===== src/glb_settings.svh =====
`ifndef GLB_SETTINGS_SVH
`define GLB_SETTINGS_SVH

// ##################################################
// Bank geometry
// ##################################################

// Bits per bank word.
`define GLB_SRAM_BIT  32

// Bank depth in words.
`define GLB_SRAM_WORD 64

`endif


===== src/glb_pkg.sv =====
`include "glb_settings.svh"

package glb_pkg;

    // ##################################################
    // Vector types
    // ##################################################
    typedef logic [`GLB_SRAM_BIT-1:0]               glb_data_t;
    typedef logic [$clog2(`GLB_SRAM_WORD)-1:0]      glb_addr_t;
    typedef logic [$clog2(`GLB_SRAM_WORD + 1)-1:0]  glb_count_t; // Holds a full bank.

    // ##################################################
    // Bank requests and batch handoff
    // ##################################################
    typedef struct packed {
        logic      en;
        glb_addr_t addr;
        glb_data_t data;
    } glb_wr_req_t;

    typedef struct packed {
        logic      en;
        glb_addr_t addr;
    } glb_rd_req_t;

    typedef struct packed {
        logic       done;
        glb_count_t words;
    } glb_fill_t;

    // State machines.
    typedef enum logic [1:0] {ld_idle, ld_fill, ld_wait_drain} loader_state_t;
    typedef enum logic [1:0] {dr_idle, dr_read, dr_sum} drainer_state_t;

endpackage


===== src/glb_ram.sv =====
`timescale 1ns/100ps
`include "glb_settings.svh"

module glb_ram (
    input  logic                 clk,
    input  logic                 rst_n,
    input  glb_pkg::glb_wr_req_t wr_req,
    input  glb_pkg::glb_rd_req_t rd_req,
    output glb_pkg::glb_data_t   rd_data
);

    import glb_pkg::*;

    glb_data_t mem [`GLB_SRAM_WORD];
    glb_addr_t bank_addr;
    logic      bank_cs;
    glb_data_t bank_q;     // Raw bank output.
    logic      rd_en_d;
    glb_data_t q_hold;

    // ##################################################
    // Single-port array
    // ##################################################

    // Write strobe takes the address.
    assign bank_addr = wr_req.en ? wr_req.addr : rd_req.addr;
    assign bank_cs   = wr_req.en | rd_req.en;

    always_ff @(posedge clk) begin
        if (wr_req.en) begin
            mem[bank_addr] <= wr_req.data;
        end
    end

    // Output changes on every access.
    // A write shows its own data.
    always_ff @(posedge clk) begin
        if (bank_cs) begin
            bank_q <= wr_req.en ? wr_req.data : mem[bank_addr];
        end
    end

    // ##################################################
    // Output hold
    // ##################################################
    always_ff @(posedge clk or negedge rst_n) begin
        if (!rst_n) begin
            rd_en_d <= 1'b0;
        end else begin
            rd_en_d <= rd_req.en;
        end
    end

    always_ff @(posedge clk or negedge rst_n) begin
        if (!rst_n) begin
            q_hold <= '0;
        end else if (rd_en_d) begin
            q_hold <= bank_q;    // Lock last read word.
        end
    end

    assign rd_data = rd_en_d ? bank_q : q_hold;

endmodule


===== src/glb_loader.sv =====
`timescale 1ns/100ps
`include "glb_settings.svh"

module glb_loader (
    input  logic                 clk,
    input  logic                 rst_n,
    input  glb_pkg::glb_count_t  cfg_words,
    input  logic                 load_valid,
    input  glb_pkg::glb_data_t   load_data,
    input  logic                 drain_done,
    output logic                 load_ready,
    output glb_pkg::glb_wr_req_t wr_req,
    output glb_pkg::glb_fill_t   fill
);

    import glb_pkg::*;

    loader_state_t state;
    glb_count_t    batch_len;
    glb_count_t    load_cnt;      // Words accepted so far.
    glb_count_t    len_now;
    logic          accept;
    logic          last_word;

    logic          wr_en;
    glb_addr_t     wr_addr;
    glb_data_t     wr_data;
    logic          fill_done;
    glb_count_t    fill_words;

    assign load_ready = (state == ld_idle);
    assign accept     = load_ready & load_valid;

    // First word of a batch sees cfg_words directly.
    assign len_now   = (load_cnt == '0) ? cfg_words : batch_len;
    assign last_word = (load_cnt + 1'b1) >= len_now;

    // ##################################################
    // Batch FSM
    // ##################################################
    always_ff @(posedge clk or negedge rst_n) begin
        if (!rst_n) begin
            state     <= ld_idle;
            batch_len <= '0;
            load_cnt  <= '0;
        end else begin
            case (state)
                ld_idle: begin
                    if (accept) begin
                        if (load_cnt == '0) begin
                            batch_len <= cfg_words;
                        end
                        load_cnt <= load_cnt + 1'b1;
                        if (last_word) begin
                            state <= ld_fill;
                        end
                    end
                end
                ld_fill: begin
                    state <= ld_wait_drain;     // Last write on the bus.
                end
                ld_wait_drain: begin
                    if (drain_done) begin
                        load_cnt <= '0;
                        state    <= ld_idle;
                    end
                end
                default: begin
                    state <= ld_idle;
                end
            endcase
        end
    end

    // ##################################################
    // Write requests
    // ##################################################
    always_ff @(posedge clk or negedge rst_n) begin
        if (!rst_n) begin
            wr_en   <= 1'b0;
            wr_addr <= '0;
        end else begin
            wr_en <= accept;
            if (accept) begin
                wr_addr <= glb_addr_t'(load_cnt);
            end
        end
    end

    always_ff @(posedge clk) begin
        if (accept) begin
            wr_data <= load_data;
        end
    end

    assign wr_req = '{en: wr_en, addr: wr_addr, data: wr_data};

    // Batch handoff, one cycle after the last write.
    always_ff @(posedge clk or negedge rst_n) begin
        if (!rst_n) begin
            fill_done  <= 1'b0;
            fill_words <= '0;
        end else begin
            fill_done <= (state == ld_fill);
            if (state == ld_fill) begin
                fill_words <= load_cnt;
            end
        end
    end

    assign fill = '{done: fill_done, words: fill_words};

endmodule


===== src/glb_drainer.sv =====
`timescale 1ns/100ps
`include "glb_settings.svh"

module glb_drainer (
    input  logic                 clk,
    input  logic                 rst_n,
    input  glb_pkg::glb_fill_t   fill,
    input  logic                 out_hold,
    input  glb_pkg::glb_data_t   rd_data,
    output glb_pkg::glb_rd_req_t rd_req,
    output logic                 out_valid,
    output glb_pkg::glb_data_t   out_data,
    output logic                 sum_valid,
    output glb_pkg::glb_data_t   sum_data,
    output logic                 drain_done
);

    import glb_pkg::*;

    drainer_state_t state;
    glb_count_t     total;        // Words in this batch.
    glb_count_t     rd_cnt;       // Reads issued so far.
    logic           issue;
    logic           last_issue;
    logic           last_return;
    logic           rd_en;
    glb_addr_t      rd_addr;
    glb_data_t      sum_acc;

    assign issue      = (state == dr_read) & ~out_hold;
    assign last_issue = issue & ((rd_cnt + 1'b1) >= total);

    // Final word arrives once no request is left behind it.
    assign last_return = (state == dr_sum) & out_valid & ~rd_en;

    // ##################################################
    // Drain FSM
    // ##################################################
    always_ff @(posedge clk or negedge rst_n) begin
        if (!rst_n) begin
            state  <= dr_idle;
            total  <= '0;
            rd_cnt <= '0;
        end else begin
            case (state)
                dr_idle: begin
                    if (fill.done) begin
                        total  <= fill.words;
                        rd_cnt <= '0;
                        state  <= dr_read;
                    end
                end
                dr_read: begin
                    if (issue) begin
                        rd_cnt <= rd_cnt + 1'b1;
                        if (last_issue) begin
                            state <= dr_sum;
                        end
                    end
                end
                dr_sum: begin
                    if (last_return) begin
                        state <= dr_idle;
                    end
                end
                default: begin
                    state <= dr_idle;
                end
            endcase
        end
    end

    // ##################################################
    // Read requests and output
    // ##################################################
    always_ff @(posedge clk or negedge rst_n) begin
        if (!rst_n) begin
            rd_en   <= 1'b0;
            rd_addr <= '0;
        end else begin
            rd_en <= issue;
            if (issue) begin
                rd_addr <= glb_addr_t'(rd_cnt);
            end
        end
    end

    assign rd_req = '{en: rd_en, addr: rd_addr};

    // At most one read in flight.
    always_ff @(posedge clk or negedge rst_n) begin
        if (!rst_n) begin
            out_valid <= 1'b0;
        end else begin
            out_valid <= rd_en;
        end
    end

    assign out_data = rd_data;    // Fresh word from the bank.

    // ##################################################
    // Checksum
    // ##################################################
    always_ff @(posedge clk or negedge rst_n) begin
        if (!rst_n) begin
            sum_acc   <= '0;
            sum_valid <= 1'b0;
        end else begin
            sum_valid <= last_return;
            if (out_valid) begin
                sum_acc <= sum_acc + rd_data;    // Wraps modulo word width.
            end else if (sum_valid) begin
                sum_acc <= '0;
            end
        end
    end

    assign sum_data   = sum_acc;
    assign drain_done = sum_valid;    // Bank goes back to the loader.

endmodule


===== src/glb_top.sv =====
`timescale 1ns/100ps
`include "glb_settings.svh"

module glb_top (
    input  logic                clk,
    input  logic                rst_n,
    input  glb_pkg::glb_count_t cfg_words,
    input  logic                load_valid,
    input  glb_pkg::glb_data_t  load_data,
    input  logic                out_hold,
    output logic                load_ready,
    output logic                out_valid,
    output glb_pkg::glb_data_t  out_data,
    output logic                sum_valid,
    output glb_pkg::glb_data_t  sum_data
);

    import glb_pkg::*;

    glb_wr_req_t wr_req;
    glb_rd_req_t rd_req;
    glb_data_t   rd_data;
    glb_fill_t   fill;
    logic        drain_done;

    // Producer side.
    glb_loader u_loader (
        .clk        (clk),
        .rst_n      (rst_n),
        .cfg_words  (cfg_words),
        .load_valid (load_valid),
        .load_data  (load_data),
        .drain_done (drain_done),
        .load_ready (load_ready),
        .wr_req     (wr_req),
        .fill       (fill)
    );

    glb_ram u_ram (
        .clk     (clk),
        .rst_n   (rst_n),
        .wr_req  (wr_req),
        .rd_req  (rd_req),
        .rd_data (rd_data)
    );

    // Consumer side.
    glb_drainer u_drainer (
        .clk        (clk),
        .rst_n      (rst_n),
        .fill       (fill),
        .out_hold   (out_hold),
        .rd_data    (rd_data),
        .rd_req     (rd_req),
        .out_valid  (out_valid),
        .out_data   (out_data),
        .sum_valid  (sum_valid),
        .sum_data   (sum_data),
        .drain_done (drain_done)
    );

endmodule


===== config.mk =====
export PLATFORM = sky130hd
export DESIGN_NAME = glb_top
export DESIGN_NICKNAME = d
export VERILOG_FILES = /design/src/glb_pkg.sv /design/src/glb_ram.sv /design/src/glb_loader.sv /design/src/glb_drainer.sv /design/src/glb_top.sv
export VERILOG_INCLUDE_DIRS = /design/src
export SDC_FILE = /design/constraint.sdc
export NUM_CORES = 2
export LEC_CHECK = 0
export BUFFER_PORTS_ARGS = -buffer_cell sky130_fd_sc_hd__buf_4
export CORE_MARGIN = 2
export CORE_UTILIZATION = 60
export CTS_BUF_LIST = sky130_fd_sc_hd__clkbuf_4 sky130_fd_sc_hd__clkbuf_8
export CTS_CLUSTER_DIAMETER = 60
export CTS_CLUSTER_SIZE = 28
export DETAILED_ROUTE_END_ITERATION = 8
export GPL_TIMING_DRIVEN = 0
export PLACE_DENSITY_LB_ADDON = 0.25
export REMOVE_ABC_BUFFERS = 1
export SLEW_MARGIN = 20
export SYNTH_ARGS = -nofsm -noshare
export SYNTH_HDL_FRONTEND = slang
export SYNTH_SLANG_ARGS = --single-unit

===== constraint.sdc =====
create_clock -name clk -period 5.2 [get_ports clk]
set_clock_uncertainty 0.1 [all_clocks]
set_input_delay 1.04 -clock clk [delete_from_list [all_inputs] [get_ports clk]]
set_output_delay 1.04 -clock clk [all_outputs]
set_load 0.02 [all_outputs]

Word-level counts from Yosys, hierarchy flattened
Memory sizes are Yosys's and may differ from the RTL's. A register that Yosys moved wholly into a read port is not among the register bits.
Cells that the tools add are included.
Widths: inputs -> output; s select.
{"block": "totals", "reg_bits": 152, "mem_bits_rw": 2048, "input_bits": 43, "out_inout_bits": 67, "elab_cells": 76, "n_memories": 1}
{"block": "op_classes", "addsub": 3, "order_cmp": 2, "n_eq_ne": 11, "mux": 22, "bitwise": 8, "n_reduce_logical": 12}
{"name": "u_ram.mem", "depth": 64, "word_bits": 32, "read_ports": 1, "rd_clocked_by_memory_dff": 1, "write_ports": 1, "line_no": "glb_ram.sv:14", "text": "glb_data_t mem [`GLB_SRAM_WORD];"}
{"operator": "$mux 32", "count": 3}
{"operator": "$mux 7", "count": 5}
{"operator": "$add 32x32->32", "count": 1}
{"operator": "$pmux 7 s2", "count": 2}
{"operator": "$add 7x1->7 const B", "count": 2}
{"operator": "$ge 7x7->1", "count": 2}
{"operator": "$mux 2", "count": 7}
{"operator": "$pmux 2 s3", "count": 2}
{"operator": "$reduce_and 3->1", "count": 3}
{"operator": "$ne 2x1->1 const B", "count": 4}
{"operator": "$logic_not 7->1", "count": 1}
{"operator": "$mux 6", "count": 1}
{"operator": "$ne 2x2->1 const B", "count": 3}
{"operator": "$reduce_bool 2->1", "count": 3}
{"operator": "$and 1x1->1", "count": 5}
{"operator": "$eq 2x1->1 const B", "count": 2}
{"operator": "$eq 2x2->1 const B", "count": 2}
{"operator": "$logic_not 2->1", "count": 2}
{"operator": "$reduce_and 2->1", "count": 2}
{"operator": "$reduce_and 4->1", "count": 1}
{"operator": "$mux 1", "count": 2}
{"operator": "$not 1->1", "count": 2}
{"operator": "$or 1x1->1", "count": 1}

Longest topological paths before layout
{"block": "depth", "word_depth": 6, "mapped_depth": 13, "ltp_nobuf": 13}

Modules after synthesis
From an unflattened synthesis, not the netlist that was laid out.
{"block": "hier_totals", "cells_unflattened": 4649, "hier_area_um2": 83860.4}
{"mod": "glb_ram", "instances": 1, "cells_each": 4006, "area_each_um2": 77020.1, "seq_area_each_um2": 63285.7}
{"mod": "glb_drainer", "instances": 1, "cells_each": 486, "area_each_um2": 4306.6, "seq_area_each_um2": 1426.4}
{"mod": "glb_loader", "instances": 1, "cells_each": 157, "area_each_um2": 2533.7, "seq_area_each_um2": 1736.7}

Worst setup path before layout
OpenSTA, ideal clock, no wires.
{"block": "synth_timing", "kind": "register -> register", "startpoint": "register u_loader.wr_en", "endpoint": "memory u_ram.mem[42][0] (netlist bit), enable pin", "setup_ps": 461, "arrival_ps": 3750, "t_required_ps": 4639, "slack_ps": 889, "path_stages_with_launch": 9, "n_path_buf": 4, "synth_period_minus_slack_ps": 4311, "cell_sequence": "dfrtp_1 buf_6 buf_2 buf_2 nor2_1 a22o_1 nand2_1 clkbuf_1 nor3_1"}
{"block": "synth_via", "elab_chain_cells": 2, "elab_cells_between_ends": 3, "classes_between": "3 x mux"}
{"element": "from (decl)", "line_no": "glb_loader.sv:25", "text": "logic wr_en;"}
{"element": "from (signal assigned)", "line_no": "glb_loader.sv:83", "text": "wr_en <= accept;"}
{"element": "$mux 1", "line_no": "glb_ram.sv:30", "text": "if (wr_req.en) begin"}
{"element": "$mux 1 (implied by the code)", "line_no": "glb_ram.sv:31", "text": "mem[bank_addr] <= wr_req.data;"}
{"element": "to (decl)", "line_no": "glb_ram.sv:14"}
Several ways; a longest one is shown, not always the timed one.

Worst setup path after layout
{"block": "layout_timing", "startpoint": "register u_loader.wr_addr[0]", "endpoint": "register u_ram.bank_q[7] (read register of u_ram.mem) (data pin)"}
{"block": "layout_via", "elab_chain_cells": 1}
{"element": "from (decl)", "line_no": "glb_loader.sv:26", "text": "glb_addr_t wr_addr;"}
{"element": "from (signal assigned)", "line_no": "glb_loader.sv:85", "text": "wr_addr <= glb_addr_t'(load_cnt);"}
{"element": "$mux 6", "line_no": "glb_ram.sv:26", "text": "assign bank_addr = wr_req.en ? wr_req.addr : rd_req.addr;"}
{"element": "to (decl)", "line_no": "glb_ram.sv:17", "text": "glb_data_t bank_q;"}
Every way passes these cells.
A chain may end at the register's enable or synchronous reset.

==> load_flow_metrics.sql <==
INSERT INTO impl_metrics (metric_group, metric, value, unit) VALUES
('run_status', 'outcome', 'complete, no violations', ''),
('clocking', 'cts_num_sinks', '2232', ''),
('layout', 'drive_gt1_frac', '0.1630', ''),
('global_route', 'number_of_antenna_violations_at_the_first_check_in_global_routing', '9', ''),
('global_route', 'global_route.usage.total', '0.3615', ''),
('power', 'sequentialPowerShare', '0.478', ''),
('floorplanning', 'initial_core_util', '0.6025', ''),
('synth', 'synth-edff-count', '2112', ''),
('synth', 'postSynthCellCount', '4758', ''),
('setup_path', 'cp-startpoint', 'u_loader.wr_addr[0]', ''),
('power', 'combinationalPowerShare', '0.311', ''),
('clocking', 'htree_num_levels', '4', ''),
('power', 'power_density', '471.7', 'nW/um^2'),
('worst_hold_path', 'whs_path_depth', '1', ''),
('floorplanning', 'floorplan.io_pins', '110', ''),
('setup_path', 'crit_path_end', 'u_ram.bank_q[7]', ''),
('global_route', 'gr-usage-met2', '0.5503', ''),
('setup_path', 'worst_reg_to_reg_path_cell_count', '13', ''),
('setup_path', 'worst_ep_required_time', '5.61', 'ns'),
('placed_design', 'place.gp.congestion', '0.8792', ''),
('power', 'power_leakage', '30.13', 'nW'),
('synth', 'synth.top_cells.by_area', 'edfxtp_1 (76%), a22oi_1 (6.5%), dfrtp_1 (3.6%)', ''),
('timing', 'hold_ws', '0.1360', 'ns'),
('floorplanning', 'die_y', '377.6', 'um'),
('synth', 'synthesis.area', '83750', 'um^2'),
('global_route', 'grt_pass1_wl', '359400', 'um'),
('floorplanning', 'placementRows', '137', ''),
('placed_design', 'io_buffer_count', '109', ''),
('clocking', 'cts_tree', 'yes', ''),
('setup_path', 'cp_max_stage_cell', 'dfrtp_1', ''),
('clocking', 'clk-insertion-delay-late', '0.98', 'ns'),
('timing', 'worst_slew_margin_rel', '0.3182', ''),
('global_route', 'global_routing_met1_resource_utilization', '0.4650', ''),
('setup_path', 'cp.arrival', '5.49', 'ns'),
('layout', 'final_core_utilization', '0.6895', ''),
('timing', 'max_freq', '196.8', 'MHz'),
('setup_path', 'worst-r2r-setup-slack', '0.12', 'ns'),
('power', 'power', '45.21', 'mW'),
('synth', 'synth_flop_cell', 'edfxtp_1', ''),
('setup_path', 'worstSetupPathType', 'reg -> reg', ''),
('timing', 'grt_setup_unrepaired', 'false', ''),
('timing', 'max_slew.worst_pin.slew', '1.018', 'ns'),
('synth', 'synthDominantAreaCellType', 'edfxtp_1', ''),
('clocking', 'clk_path_buf_depth', '3', ''),
('timing', 'timing_max_transition_violations_final', '0', ''),
('global_route', 'gr-usage-met3', '0.1115', ''),
('timing', 'tcrit_tclk_final', '0.9773', ''),
('power', 'ir_worst_vdd', '0.3235', 'mV'),
('layout', 'layout.nets', '5125', ''),
('clocking', 'clk_transition_reported_paths', '0.15', 'ns'),
('clocking', 'numCtsBuffers', '136', ''),
('setup_path', 'startpoint_type', 'flop', ''),
('setup_path', 'timing.critical_path.to_type', 'flop', ''),
('synth', 'avgSynthCellArea', '17.60', 'um^2'),
('setup_path', 'critPathMaxFanout', '14', ''),
('drt', 'wl_per_cell', '36.87', 'um'),
('power', 'p_clk_frac', '0.211', ''),
('synth', 'netlist-cell-type-count', '76', ''),
('synth', 'synth-seq-cells', '2232', ''),
('drt', 'drt_iter0_markers', '9368', ''),
('setup_path', 'crit_path_frequent_cell', 'buf_8', ''),
('drt', 'remaining_drc_errors', '0', ''),
('worst_hold_path', 'timing.hold.worst.class', 'in -> reg', ''),
('floorplanning', 'die_area', '142600', 'um^2'),
('floorplanning', 'die_width', '377.6', 'um'),
('setup_path', 'worstReg2RegStart', 'u_loader.wr_addr[0]', ''),
('drt', 'ant_nets', '0', ''),
('global_route', 'grt_busiest_layer', 'met2', ''),
('power', 'p_int', '29.48', 'mW'),
('setup_path', 'critical-path-max-stage-delay', '0.92', 'ns'),
('synth', 'seq_area_frac_synth', '0.7931', '');
[Yosys cell counts, types with 7 or more instances]
library cell	instances
a41oi_1	141
o21a_1	11
a31oi_1	97
nor2_1	120
edfxtp_1	2112
nand3_1	36
o22a_1	9
dfrtp_1	120
inv_1	19
mux2_2	55
xnor2_1	23
o211ai_1	9
nor2b_1	22
a2111oi_0	10
nand2_1	208
a22oi_1	728
mux2_1	16
o22ai_1	11
ha_1	48
a222oi_1	18
and2_1	7
nor4_1	45
o21ai_0	38
clkbuf_1	101
nand4_1	12
a221oi_1	71
a22o_1	60
buf_4	16
a21o_1	24
nand2b_1	13
and3_1	10
buf_2	157
mux2i_1	101
a21oi_1	141
nor3_1	10
buf_1	22
o221ai_1	25
[cells by family (layout without fill, tap and decap cells)]
kind of cell    after synthesis  after routing  share of synthesized area
compound gates             1437           1437                     0.1279
xor+xnor                     29             29                   0.003033
fa+ha+maj                    49             49                   0.007410
buf+inv                     322            705                    0.01803
flops                      2232           2232                     0.7931
mux                         173            173                    0.02180
other cells                   0              2                          0
simple gates                516            516                    0.02876
[power by group through the flow]
stage          Sequential, mW  Clock, mW  Combinational (mW)
3_3_place_gp             22.4          0                11.5
6_report                 21.6       9.53                14.1
4_1_cts                  21.6       9.54                13.7
2_1_floorplan            22.1          0                7.16
3_5_place_dp             22.0          0                13.5
5_1_grt                  21.7       10.1                14.6
[registers in the layout, summed over array words and instances (netlist names), 2 cells and up]
name,cells
u_ram.mem,2048
u_drainer.sum_data,32
u_loader.wr_data,32
u_ram.bank_q,32
u_ram.q_hold,32
u_drainer.rd_cnt,7
u_drainer.total,7
u_loader.batch_len,7
u_loader.fill_words,7
u_loader.load_cnt,7
u_drainer.rd_addr,6
u_loader.wr_addr,6
u_drainer.state,2
u_loader.state,2
[cell type report]
| type | instances | area [um^2] | area share |
|---|---|---|---|
| repair buffers | 439 | 7211 | 0.07523 |
| clock buffers | 150 | 2021 | 0.02108 |
| clock inverters | 96 | 1226 | 0.01279 |
| multi-input cells | 2204 | 16540 | 0.1725 |
| inverters | 20 | 77.57 | 0.0008093 |
| well taps | 1876 | 2347 | 0.02449 |
| flip-flops and latches | 2232 | 66430 | 0.6930 |
| diodes | 2 | 5.005 | 0.00005221 |
[repair_timing]
item | in CTS | in global routing
hold buffers | 1 | 0
buffers inserted | 0 | 3
endpoints found under the setup margin | 6 | 4
resized for setup | 4 | 2
pin swaps | 0 | 1
cloned | 0 | 0
hold endpoints to repair | 42 | 0
[critical path: cells and delay by family, from the launching register on]
family                 cells  cell delay [ns]
DFF                        1             0.92
buffers and inverters      7             1.21
AOI/OAI and AO/OA          4             1.18
and+or+nand+nor            2             1.15
[layout by cell type, fill, tap and decap left out, types with 12 or more instances in the layout]
cell      count
clkbuf_8    143
mux2_1       16
nand2b_1     12
mux2i_1      99
buf_8        67
buf_6        33
buf_4       142
buf_12       85
buf_16      111
a21o_1       23
inv_6        15
edfxtp_1   2112
a22o_1       60
a21oi_1     139
a41oi_1     141
dfrtp_1     118
nand3_1      36
a22oi_1     728
nor2_1       69
nor4_1       45
o21ai_0      38
nand4_1      12
nand2_1     202
nor2b_4      13
mux2_2       55
ha_1         48
a31oi_1      94
a222oi_1     18
inv_8        14
inv_1        19
o221ai_1     25
nor2_4       50
xnor2_1      23
a221oi_1     71
[stage by stage]
step / worst slack [ns] / TNS, ns / cells / area [um^2]
6_report: 0.1179 / 0 / 7019 / 95850
5_1_grt: 0.1177 / 0 / 7019 / 95850
4_1_cts: 0.02105 / 0 / 7014 / 95810
3_5_place_dp: -0.3183 / -0.8995 / 6767 / 92530
3_3_place_gp: -28.82 / - / 6441 / 85480
2_1_floorplan: -9.492 / -1414.34 / 4456 / 82320
[per-layer routing]
layer / up-vias / routed length [um]
met1: 25380 / 86510
li1: 20240 / -
met5: - / 58
met2: 4804 / 117600
met4: 10 / 17380
met3: 1002 / 37300
[how the worst min path moves through the flow]
stage,endpoint,slack [ns]
after CTS,u_loader.wr_data[1],0.08
after detailed placement,u_drainer.out_valid,0.27
after floorplan,u_drainer.out_valid,0.26
final,u_loader.wr_data[21],0.14
after global routing,u_loader.wr_data[1],0.11
after global placement,u_drainer.out_valid,0.27
Note: power is estimated with default switching activity, not from simulation.
